--- src/logic/rd_pkg.sv ---
// Shared widths, limits and types for the AXI4 read master
// Data path is 32 bits and bursts never cross a 1 KB boundary
// Burst length is capped by the 256 beat AXI4 limit and the 4 KB page
// A byte count of zero is not supported
package rd_pkg;

  //////////////////////////////
  // Interface widths
  //////////////////////////////
  localparam int ADDR_W = 32;
  localparam int DATA_W = 32;
  localparam int XFER_W = 32;

  // Bytes carried by one data beat
  localparam int DW_BYTES = DATA_W / 8;
  localparam int LOG_DW_BYTES = $clog2(DW_BYTES);

  //////////////////////////////
  // Burst geometry
  //////////////////////////////
  // Full burst is the smaller of 256 beats and one 4 KB page
  localparam int BURST_BEATS = (4096 / DW_BYTES < 256) ? 4096 / DW_BYTES : 256;
  localparam int LOG_BURST = $clog2(BURST_BEATS);
  // Address step between consecutive bursts
  localparam int BURST_BYTES = BURST_BEATS * DW_BYTES;

  // Outstanding burst limit and the width of its vacancy count
  localparam int MAX_OUTSTANDING = 4;
  localparam int OUTST_W = $clog2(MAX_OUTSTANDING + 1);

  // Total beats minus one, then bursts minus one
  localparam int TOTAL_LEN_W = XFER_W - LOG_DW_BYTES;
  localparam int TXN_W = TOTAL_LEN_W - LOG_BURST;

  //////////////////////////////
  // Vector types
  //////////////////////////////
  typedef logic [ADDR_W-1:0] addr_t;
  typedef logic [DATA_W-1:0] data_t;
  typedef logic [XFER_W-1:0] xfer_size_t;
  // AXI length field holds beats minus one
  typedef logic [LOG_BURST-1:0] arlen_t;
  typedef logic [TXN_W-1:0] txn_cnt_t;
  typedef logic [OUTST_W-1:0] outst_cnt_t;

  //////////////////////////////
  // Structs
  //////////////////////////////
  // Pre-processed command handed to the issuer and the tracker
  typedef struct packed {
    addr_t    base_addr;
    txn_cnt_t last_txn;
    arlen_t   final_len;
  } burst_plan_t;

  // AR channel payload
  typedef struct packed {
    addr_t  addr;
    arlen_t len;
  } ar_req_t;

  // R channel payload, reused unchanged on the stream side
  typedef struct packed {
    data_t data;
    logic  last;
  } r_beat_t;

endpackage

--- src/logic/rd_cmd_regs.sv ---
// Captures a start request and turns it into a burst plan
// Inputs are sampled only in the cycle where ctrl_start is high
// The start address is forced down to a burst boundary
// A new start must wait for the previous done pulse
module rd_cmd_regs (
  input  logic                 aclk,
  input  logic                 areset,
  input  logic                 ctrl_start,
  input  rd_pkg::addr_t        ctrl_addr_offset,
  input  rd_pkg::xfer_size_t   ctrl_xfer_size_in_bytes,
  output rd_pkg::burst_plan_t  plan,
  output logic                 run_start
);

  //////////////////////////////
  // Stage one capture
  //////////////////////////////
  // Beat count minus one, before the split into bursts
  logic [rd_pkg::TOTAL_LEN_W-1:0] total_len_r;
  rd_pkg::addr_t                  addr_r;

  // Start strobe pipeline
  logic start_d1;
  logic start_d2;

  always_ff @(posedge aclk) begin
    if (ctrl_start) begin
      // Round up to whole beats
      // A partial beat already counts as the extra one, so no minus one
      if (ctrl_xfer_size_in_bytes[rd_pkg::LOG_DW_BYTES-1:0] != '0) begin
        total_len_r <= ctrl_xfer_size_in_bytes[rd_pkg::LOG_DW_BYTES +: rd_pkg::TOTAL_LEN_W];
      end else begin
        total_len_r <= ctrl_xfer_size_in_bytes[rd_pkg::LOG_DW_BYTES +: rd_pkg::TOTAL_LEN_W]
                       - 1'b1;
      end
      // Align down so no burst straddles a 1 KB boundary
      addr_r <= ctrl_addr_offset & ~rd_pkg::addr_t'(rd_pkg::BURST_BYTES - 1);
    end
  end

  //////////////////////////////
  // Stage two split
  //////////////////////////////
  // Upper bits give the index of the last burst
  // Lower bits give the length field of that burst
  always_ff @(posedge aclk) begin
    plan.base_addr <= addr_r;
    plan.last_txn  <= total_len_r[rd_pkg::LOG_BURST +: rd_pkg::TXN_W];
    plan.final_len <= total_len_r[0 +: rd_pkg::LOG_BURST];
  end

  //////////////////////////////
  // Run strobe
  //////////////////////////////
  // Three flops so the plan has a full cycle to settle before use
  always_ff @(posedge aclk) begin
    if (areset) begin
      start_d1  <= 1'b0;
      start_d2  <= 1'b0;
      run_start <= 1'b0;
    end else begin
      start_d1  <= ctrl_start;
      start_d2  <= start_d1;
      run_start <= start_d2;
    end
  end

endmodule

--- src/logic/ar_issuer.sv ---
// Issues the AR bursts of one command
// Every burst is full length except the last one
// No more than MAX_OUTSTANDING bursts wait for their rlast
// arvalid drops for at least one cycle after each accepted request
module ar_issuer (
  input  logic                 aclk,
  input  logic                 areset,
  input  rd_pkg::burst_plan_t  plan,
  input  logic                 run_start,
  input  logic                 burst_done,
  output logic                 arvalid,
  input  logic                 arready,
  output rd_pkg::ar_req_t      ar_req
);

  //////////////////////////////
  // Declarations
  //////////////////////////////
  // High when nothing is left to issue
  logic idle;
  // Request accepted this cycle
  logic arxfer;
  // Last burst of the command accepted
  logic ar_done;
  // Vacancy exhausted
  logic stall_ar;
  // True on the final burst
  logic final_txn;

  rd_pkg::addr_t      addr_r;
  // Bursts still to send after the current one
  rd_pkg::txn_cnt_t   txn_left;
  // Free outstanding slots
  rd_pkg::outst_cnt_t vacancy;

  assign arxfer    = arvalid & arready;
  assign final_txn = (txn_left == '0);
  assign ar_done   = arxfer & final_txn;
  assign stall_ar  = (vacancy == '0);

  //////////////////////////////
  // Request payload
  //////////////////////////////
  assign ar_req.addr = addr_r;
  // Remainder length only on the last burst
  assign ar_req.len  = final_txn ? plan.final_len
                                 : rd_pkg::arlen_t'(rd_pkg::BURST_BEATS - 1);

  //////////////////////////////
  // Valid and idle control
  //////////////////////////////
  // Raise only from low, then hold until accepted
  always_ff @(posedge aclk) begin
    if (areset) begin
      arvalid <= 1'b0;
    end else if (!idle && !stall_ar && !arvalid) begin
      arvalid <= 1'b1;
    end else if (arready) begin
      arvalid <= 1'b0;
    end
  end

  // Leave idle on the run strobe
  // return once the final request is taken
  always_ff @(posedge aclk) begin
    if (areset) begin
      idle <= 1'b1;
    end else if (run_start) begin
      idle <= 1'b0;
    end else if (ar_done) begin
      idle <= 1'b1;
    end
  end

  //////////////////////////////
  // Address and burst count
  //////////////////////////////
  // Address steps one burst at a time
  always_ff @(posedge aclk) begin
    if (run_start) begin
      addr_r <= plan.base_addr;
    end else if (arxfer) begin
      addr_r <= addr_r + rd_pkg::addr_t'(rd_pkg::BURST_BYTES);
    end
  end

  // Counts down and parks at zero
  always_ff @(posedge aclk) begin
    if (areset) begin
      txn_left <= '0;
    end else if (run_start) begin
      txn_left <= plan.last_txn;
    end else if (arxfer && !final_txn) begin
      txn_left <= txn_left - 1'b1;
    end
  end

  //////////////////////////////
  // Outstanding limit
  //////////////////////////////
  // One slot taken per request, one freed per completed burst
  always_ff @(posedge aclk) begin
    if (areset) begin
      vacancy <= rd_pkg::outst_cnt_t'(rd_pkg::MAX_OUTSTANDING);
    end else begin
      case ({arxfer, burst_done})
        2'b10:   vacancy <= vacancy - 1'b1;
        2'b01:   vacancy <= vacancy + 1'b1;
        default: vacancy <= vacancy;
      endcase
    end
  end

endmodule

--- src/logic/r_tracker.sv ---
// Passes R beats to the stream with no added latency
// rready is tready so the stream throttles the read channel
// ctrl_done pulses once, the cycle after the final rlast
module r_tracker (
  input  logic                 aclk,
  input  logic                 areset,
  input  rd_pkg::burst_plan_t  plan,
  input  logic                 run_start,
  input  logic                 rvalid,
  output logic                 rready,
  input  rd_pkg::r_beat_t      r_beat,
  output logic                 tvalid,
  input  logic                 tready,
  output rd_pkg::r_beat_t      t_beat,
  output logic                 burst_done,
  output logic                 ctrl_done
);

  //////////////////////////////
  // Stream pass-through
  //////////////////////////////
  // Bursts still to finish after the current one
  rd_pkg::txn_cnt_t r_left;
  logic             rxfer;
  logic             final_burst;

  assign tvalid = rvalid;
  assign t_beat = r_beat;
  assign rready = tready;

  // Beat taken on both sides in the same cycle
  assign rxfer = rvalid & tready;

  // A completed burst frees one outstanding slot
  assign burst_done  = rxfer & r_beat.last;
  assign final_burst = (r_left == '0);

  //////////////////////////////
  // Burst countdown
  //////////////////////////////
  // Loaded with the same count as the issuer
  always_ff @(posedge aclk) begin
    if (areset) begin
      r_left <= '0;
    end else if (run_start) begin
      r_left <= plan.last_txn;
    end else if (burst_done && !final_burst) begin
      r_left <= r_left - 1'b1;
    end
  end

  //////////////////////////////
  // Done pulse
  //////////////////////////////
  // Set by the final rlast
  // falls again on the next edge
  always_ff @(posedge aclk) begin
    if (areset) begin
      ctrl_done <= 1'b0;
    end else begin
      ctrl_done <= burst_done & final_burst;
    end
  end

endmodule

--- src/logic/axi_read_master.sv ---
// AXI4 read master with an AXI4-Stream data output
// Single clock, no data FIFO, rready follows tready
// Start address is aligned down to 1 KB, byte count rounded up to beats
// Issue the next ctrl_start only after ctrl_done
module axi_read_master (
  input  logic                aclk,
  input  logic                areset,

  // Command side
  input  logic                ctrl_start,
  input  rd_pkg::addr_t       ctrl_addr_offset,
  input  rd_pkg::xfer_size_t  ctrl_xfer_size_in_bytes,
  output logic                ctrl_done,

  // AR channel
  output logic                m_axi_arvalid,
  input  logic                m_axi_arready,
  output rd_pkg::ar_req_t     m_axi_ar,

  // R channel
  input  logic                m_axi_rvalid,
  output logic                m_axi_rready,
  input  rd_pkg::r_beat_t     m_axi_r,

  // Stream output
  output logic                m_axis_tvalid,
  input  logic                m_axis_tready,
  output rd_pkg::r_beat_t     m_axis_t
);

  //////////////////////////////
  // Internal wiring
  //////////////////////////////
  // Plan shared by issuer and tracker
  rd_pkg::burst_plan_t plan;
  logic                run_start;
  // One pulse per finished burst
  logic                burst_done;

  // Command capture and pre-processing
  rd_cmd_regs rd_cmd_regs_i (
    .aclk                    (aclk),
    .areset                  (areset),
    .ctrl_start              (ctrl_start),
    .ctrl_addr_offset        (ctrl_addr_offset),
    .ctrl_xfer_size_in_bytes (ctrl_xfer_size_in_bytes),
    .plan                    (plan),
    .run_start               (run_start)
  );

  // Address channel
  ar_issuer ar_issuer_i (
    .aclk       (aclk),
    .areset     (areset),
    .plan       (plan),
    .run_start  (run_start),
    .burst_done (burst_done),
    .arvalid    (m_axi_arvalid),
    .arready    (m_axi_arready),
    .ar_req     (m_axi_ar)
  );

  // Data channel and completion
  r_tracker r_tracker_i (
    .aclk       (aclk),
    .areset     (areset),
    .plan       (plan),
    .run_start  (run_start),
    .rvalid     (m_axi_rvalid),
    .rready     (m_axi_rready),
    .r_beat     (m_axi_r),
    .tvalid     (m_axis_tvalid),
    .tready     (m_axis_tready),
    .t_beat     (m_axis_t),
    .burst_done (burst_done),
    .ctrl_done  (ctrl_done)
  );

endmodule

--- config.mk ---
export PLATFORM = sky130hd
export DESIGN_NAME = axi_read_master
export DESIGN_NICKNAME = d
export VERILOG_FILES = /design/src/logic/rd_pkg.sv /design/src/logic/rd_cmd_regs.sv /design/src/logic/ar_issuer.sv /design/src/logic/r_tracker.sv /design/src/logic/axi_read_master.sv
export SDC_FILE = /design/constraint.sdc
export NUM_CORES = 1
export LEC_CHECK = 0
export BUFFER_PORTS_ARGS = -buffer_cell sky130_fd_sc_hd__buf_2
export CORE_ASPECT_RATIO = 0.6
export CORE_MARGIN = 2
export CORE_UTILIZATION = 45
export CTS_CLUSTER_DIAMETER = 150
export CTS_CLUSTER_SIZE = 30
export DETAILED_ROUTE_END_ITERATION = 10
export PLACE_DENSITY = 0.66
export SLEW_MARGIN = 20
export SYNTH_ARGS = -nofsm -noshare
export SYNTH_HDL_FRONTEND = slang
export SYNTH_SLANG_ARGS = --single-unit
--- constraint.sdc ---
create_clock -name aclk -period 6.9 [get_ports aclk]
set_clock_uncertainty 0.1 [all_clocks]
set_input_delay 0 -clock aclk [delete_from_list [all_inputs] [get_ports aclk]]
set_output_delay 0 -clock aclk [all_outputs]
set_load 0.05 [all_outputs]
* After elaboration in Yosys (flattened, before gate mapping)
Index checks and enable logic that the tools add are counted.
** Cells by class
- Add/sub/neg operators :: 6
- Equality and inequality tests :: 2
- Muxes and demuxes :: 13
- Bitwise logic cells :: 5
- Reductions and logical operators :: 19
** Operators by type and width (count)
- $mux W22 :: 4
- $mux W32 :: 2
- $logic_not A22 Y1 :: 2
- $sub A22 B1 Y22 const B :: 2
- $add A32 B11 Y32 const B :: 1
- $mux W30 :: 1
- $sub A30 B1 Y30 const B :: 1
- $reduce_bool A2 Y1 :: 7
- $mux W8 :: 1
- $pmux W3 S2 :: 1
- $and A1 B1 Y1 :: 5
- $logic_not A1 Y1 :: 5
- $logic_and A1 B1 Y1 :: 4
- $mux W1 :: 4
- $add A3 B1 Y3 const B :: 1
- $logic_not A3 Y1 :: 1
- $sub A3 B1 Y3 const B :: 1
- $eq A2 B1 Y1 const B :: 1
- $eq A2 B2 Y1 const B :: 1
** Word-level totals
- Register bits after elaboration :: 189
- Input port bits :: 103
- Output and inout port bits :: 77
- Word-level logic and storage cells :: 61

* Logic depth before layout (Yosys ltp)
- Word-level depth :: 5
- Gate-level depth with buffers :: 9
- Depth with buffers taken out :: 8

* Modules after synthesis
Synthesis repeated with hierarchy kept, for this count alone.
** Unflattened totals
- Cell total of the unflattened synthesis :: 769
- Area, all modules :: 8555.7 um^2
** By module, submodules not included
- rd_cmd_regs :: instances 1, cells an instance 211, area an instance 3489.6 um^2, seq. area each 2662.6 um^2
- ar_issuer :: instances 1, cells an instance 352, area an instance 3409.5 um^2, seq. area each 1501.4 um^2
- r_tracker :: instances 1, cells an instance 206, area an instance 1656.6 um^2, seq. area each 460.4 um^2

* Worst setup path before layout
OpenSTA, ideal clock, no wires.
- Path kind :: reg-to-output
- From :: register ar_issuer_i.txn_left[0]
- To :: output m_axi_ar[0] (netlist bit)
- Arrival time :: 2.386 ns
- Data required time :: 6.800 ns
- Slack :: 4.414 ns
- Cell stages (with the launch flop) :: 8
- Buffers on the path :: 1
- Path through :: dfxtp_1 > inv_1 > ha_1 > or4b_2 > or4_4 > buf_6 > nor3_4 > nand2b_1
** RTL lines
- from (decl) :: RTL line ar_issuer.sv:32 : rd_pkg::txn_cnt_t txn_left;
- from (signal assigned) :: RTL line ar_issuer.sv:92 : txn_left <= plan.last_txn;
- from (signal assigned) :: RTL line ar_issuer.sv:94 : txn_left <= txn_left - 1'b1;
- to (decl) :: RTL line axi_read_master.sv:18 : output rd_pkg::ar_req_t m_axi_ar,

==> metrics list <==
- Status: complete, no violations
- Floorplan row count: 37
- Synthesis instantiated 63 different standard cells from the library.
- Vias in the first global route: 5628
* Buffers on Ports: 95
- The slowest stage of the critical path is the or4b_2 cell.
- Library cell occupying the most area in the post-synthesis netlist: edfxtp_1
- The initial antenna violation count was 0.
- Antenna-violating nets left: 0
- The cell area that synthesis handed to floorplanning was roughly 0.0078 mm^2.
* Part of the cycle the worst path needs: 0.454
- Area of the die: around 0.018 mm^2
- Number of synthesized register bits: ~180
- ANT cells: 0
- Routability congestion estimate from global placement: 0.855
- Ys flop type: dfxtp_1
- Highest cell delay on the worst timing path: just under 0.6 ns
- Overall overflow remaining after global route: 0
- 1st-pass router iterations: 5
- Part of the Yosys area used for sequential elements: 0.554
- HPWL after detailed placement: 11200 um
- Min-delay worst type: input port to flop
- Hold Vio Cnt, Final: 0
* WL/cell: approximately 15 um
- In this run the power density over the cells is around 260 mW/mm^2.
- Startpoint-to-endpoint class of the critical path: flop to output port
* Cells after Synth: about 720
- Clock-pin slew was measured on the worst setup and hold paths at about 0.070 ns.
- P_leak: about 3.8 nW
- Summed over all layers, the routed wires come to about 17000 um.
- Post-synth EDFFs: 74
* Worst path arrival time: a little over 3 ns
* IR drop worst, VDD: 0.000161 V
- Relative slew slack: 0.315
- Entering global routing, the biggest net connects 84 pins.
- Number of warnings reported in the yosys synthesis log: 0
- The layout has ~1400 filler cells.
* DRC violation total after the first TritonRoute iteration: between 400 and 500
- The die is 174 um wide.
- Critical path's top delay family: simple AND/OR/NAND/NOR gates
- Critical-path cell list: inv_1 > ha_1 > or4b_2 > or4_4 > nor3_4 > nand2b_1 > buf_2
- Total negative slack for setup checks: 0 ns
- 180 I/O pins were placed.
- For the worst-skew pair, the clock arrives at the later sink with an insertion delay of about 0.43 ns.
- At the pin with the least slew margin, the transition time is between 1 and 1.5 ns.
- Pre-CTS setup slack: around 3.6 ns
- Using the TritonRoute via totals, the vias-per-cell ratio works out to 5.16.
- The number of pins with negative max-slew slack in the final report is 0.
* Layout Nets: approximately 1000
- Global-route wire length before repair: 27300 um
* Number of CTS-inserted buffers: 17
- Final Worst Setup Slack: 3.77 ns
* Number of remaining DRC errors: 0
- The tree built by TritonCTS fans out to about 180 sinks.
- CP Data Required Time: about 6.8 ns
* Number of setup violations in the final report: 0
- In this run the number of H-tree levels came out at 4.
- For this configuration, the core starts out at a cell density of 0.457.
* GRT Total Usage: 0.186
- A synthesized cell averages 10.8 um^2.
- The critical path contains buffers and inverters numbering 2 combined.
- Max Freq: 319 MHz
- Yosys instantiated no cell more often than dfxtp_1.
- Time the worst path needs with I/O delays and setup: 3.13 ns
- Routed vias: 5857
- Counting along the longest clock path gives a buffer depth of 2.
* Core Box Area: 0.0171 mm^2
- STA classifies the critical path endpoint as an output port.
- Root buffer cell: clkbuf_16
- In this run the worst path has a maximum fanout of 10.
* Area taken by multi-input logic gates: approximately 0.003 mm^2
- # Max-Cap Violations: 0
- Setup repair after global routing left no endpoint under its margin.
* Clock tree from TritonCTS: done
- Buffers added to address setup during post-CTS repair amount to 0.
- Vertical extent of the die: approximately 110 um
- Layout area overhead: 26.6%
- Most frequent cells after synthesis: dfxtp_1, edfxtp_1, nand2_1
* Worst setup SP type: flop
- Fraction of final layout cells with drive strength greater than 1: 0.169
- The share of synthesized area in the top cell type comes to 0.284.
- Most area-consuming cells after synthesis: edfxtp_1, dfxtp_1, buf_4
- After synthesis, the share of flip-flops with an asynchronous set or reset is 0.
- Area occupied by registers: 0.00433 mm^2
==> through the flow <==
stage / hold WS, ns / instances / util / instance area [um^2] / total power, mW
after floorplan: -0.00113 / 731 / - / 7850 / 1.53
after global placement: -0.0997 / 992 / 0.479 / 8180 / 1.55
after detailed placement: -0.0997 / 992 / 0.479 / 8180 / 1.56
after CTS: 0.0861 / 1134 / 0.578 / 9880 / 2.62
after global routing: 0.106 / 1134 / 0.579 / 9890 / 2.71
final: 0.0966 / 1134 / 0.579 / 9890 / 2.61
==> report_power, final <==
part           switching [mW]  leakage, nW  internal (mW)
clock network           0.431        0.286          0.546
logic                   0.264         1.90          0.151
registers              0.0401         1.58           1.18
total                   0.735         3.77           1.88
==> registers in the layout, indices dropped and copies added (netlist names) <==
register,flops
rd_cmd_regs_i.run_start,1
rd_cmd_regs_i.start_d2,1
r_tracker_i.r_left,22
r_tracker_i.ctrl_done,1
rd_cmd_regs_i.start_d1,1
ar_issuer_i.addr_r,22
ar_issuer_i.txn_left,22
rd_cmd_regs_i.plan,52
ar_issuer_i.arvalid,1
ar_issuer_i.idle,1
ar_issuer_i.vacancy,3
rd_cmd_regs_i.addr_r,22
rd_cmd_regs_i.total_len_r,30
==> path summary, 6_finish.rpt <==
path                                   start                            to  slack, ns  cells after the start
setup / recovery     ar_issuer_i.txn_left[0]                   m_axi_ar[1]       3.77                      7
hold reg to reg     rd_cmd_regs_i.addr_r[19]        rd_cmd_regs_i.plan[49]       0.24                      0
setup reg to reg     ar_issuer_i.txn_left[0]      ar_issuer_i.txn_left[18]       3.88                      7
hold / removal    ctrl_xfer_size_in_bytes[0]  rd_cmd_regs_i.total_len_r[6]        0.1                      5
==> tightest hold or removal path, delay by kind of cell <==
kind	cells	cell delay, ns
buf+inv	1	0.08
simple gates	4	0.44
==> routing by layer <==
layer,share of wire,GRT usage,wire (um)
met4,0.011,0.0672,182
met5,0,0,0
met3,0.065,0.0426,1120
met2,0.46,0.294,8030
met1,0.46,0.252,7990
==> what timing repair did <==
item	4_1_cts	5_1_grt
hold endpoints to repair	86	0
gates resized for setup	0	0
hold buffers	110	0
==> cells by family after synthesis <==
family,share of synthesized area
flip-flops,0.554
AND/OR/NAND/NOR,0.169
adder cells (fa/ha/maj),0.0122
buffers and inverters,0.0729
multiplexers,0.00529
other,0.000480
XOR/XNOR,0.0830
AO/OA/AOI/OAI,0.104
==> cell usage in the layout, fill, tap and decap left out, drive strengths merged, types with 18 or more instances in the layout <==
master / Yosys / routed
dlygate4sd3: 0 / 110
dfxtp: 105 / 105
buf: 53 / 98
edfxtp: 74 / 74
nand2: 48 / 48
xor2: 38 / 38
xnor2: 36 / 36
inv: 30 / 36
a21oi: 34 / 34
nor3: 32 / 32
o21ai: 30 / 30
nor2: 27 / 27
nor4: 26 / 26
clkbuf: 18 / 18
==> final cells by class <==
| type | count | area share |
|---|---|---|
| Sequential cell | 179 | 0.437 |
| Inverter | 30 | 0.0114 |
| Timing Repair Buffer | 208 | 0.162 |
| Clock buffer | 18 | 0.0434 |
| Multi-Input combinational cell | 451 | 0.299 |
| Tap cell | 234 | 0.0296 |
| Clock inverter | 14 | 0.0172 |
(Power assumes the default switching activity.)
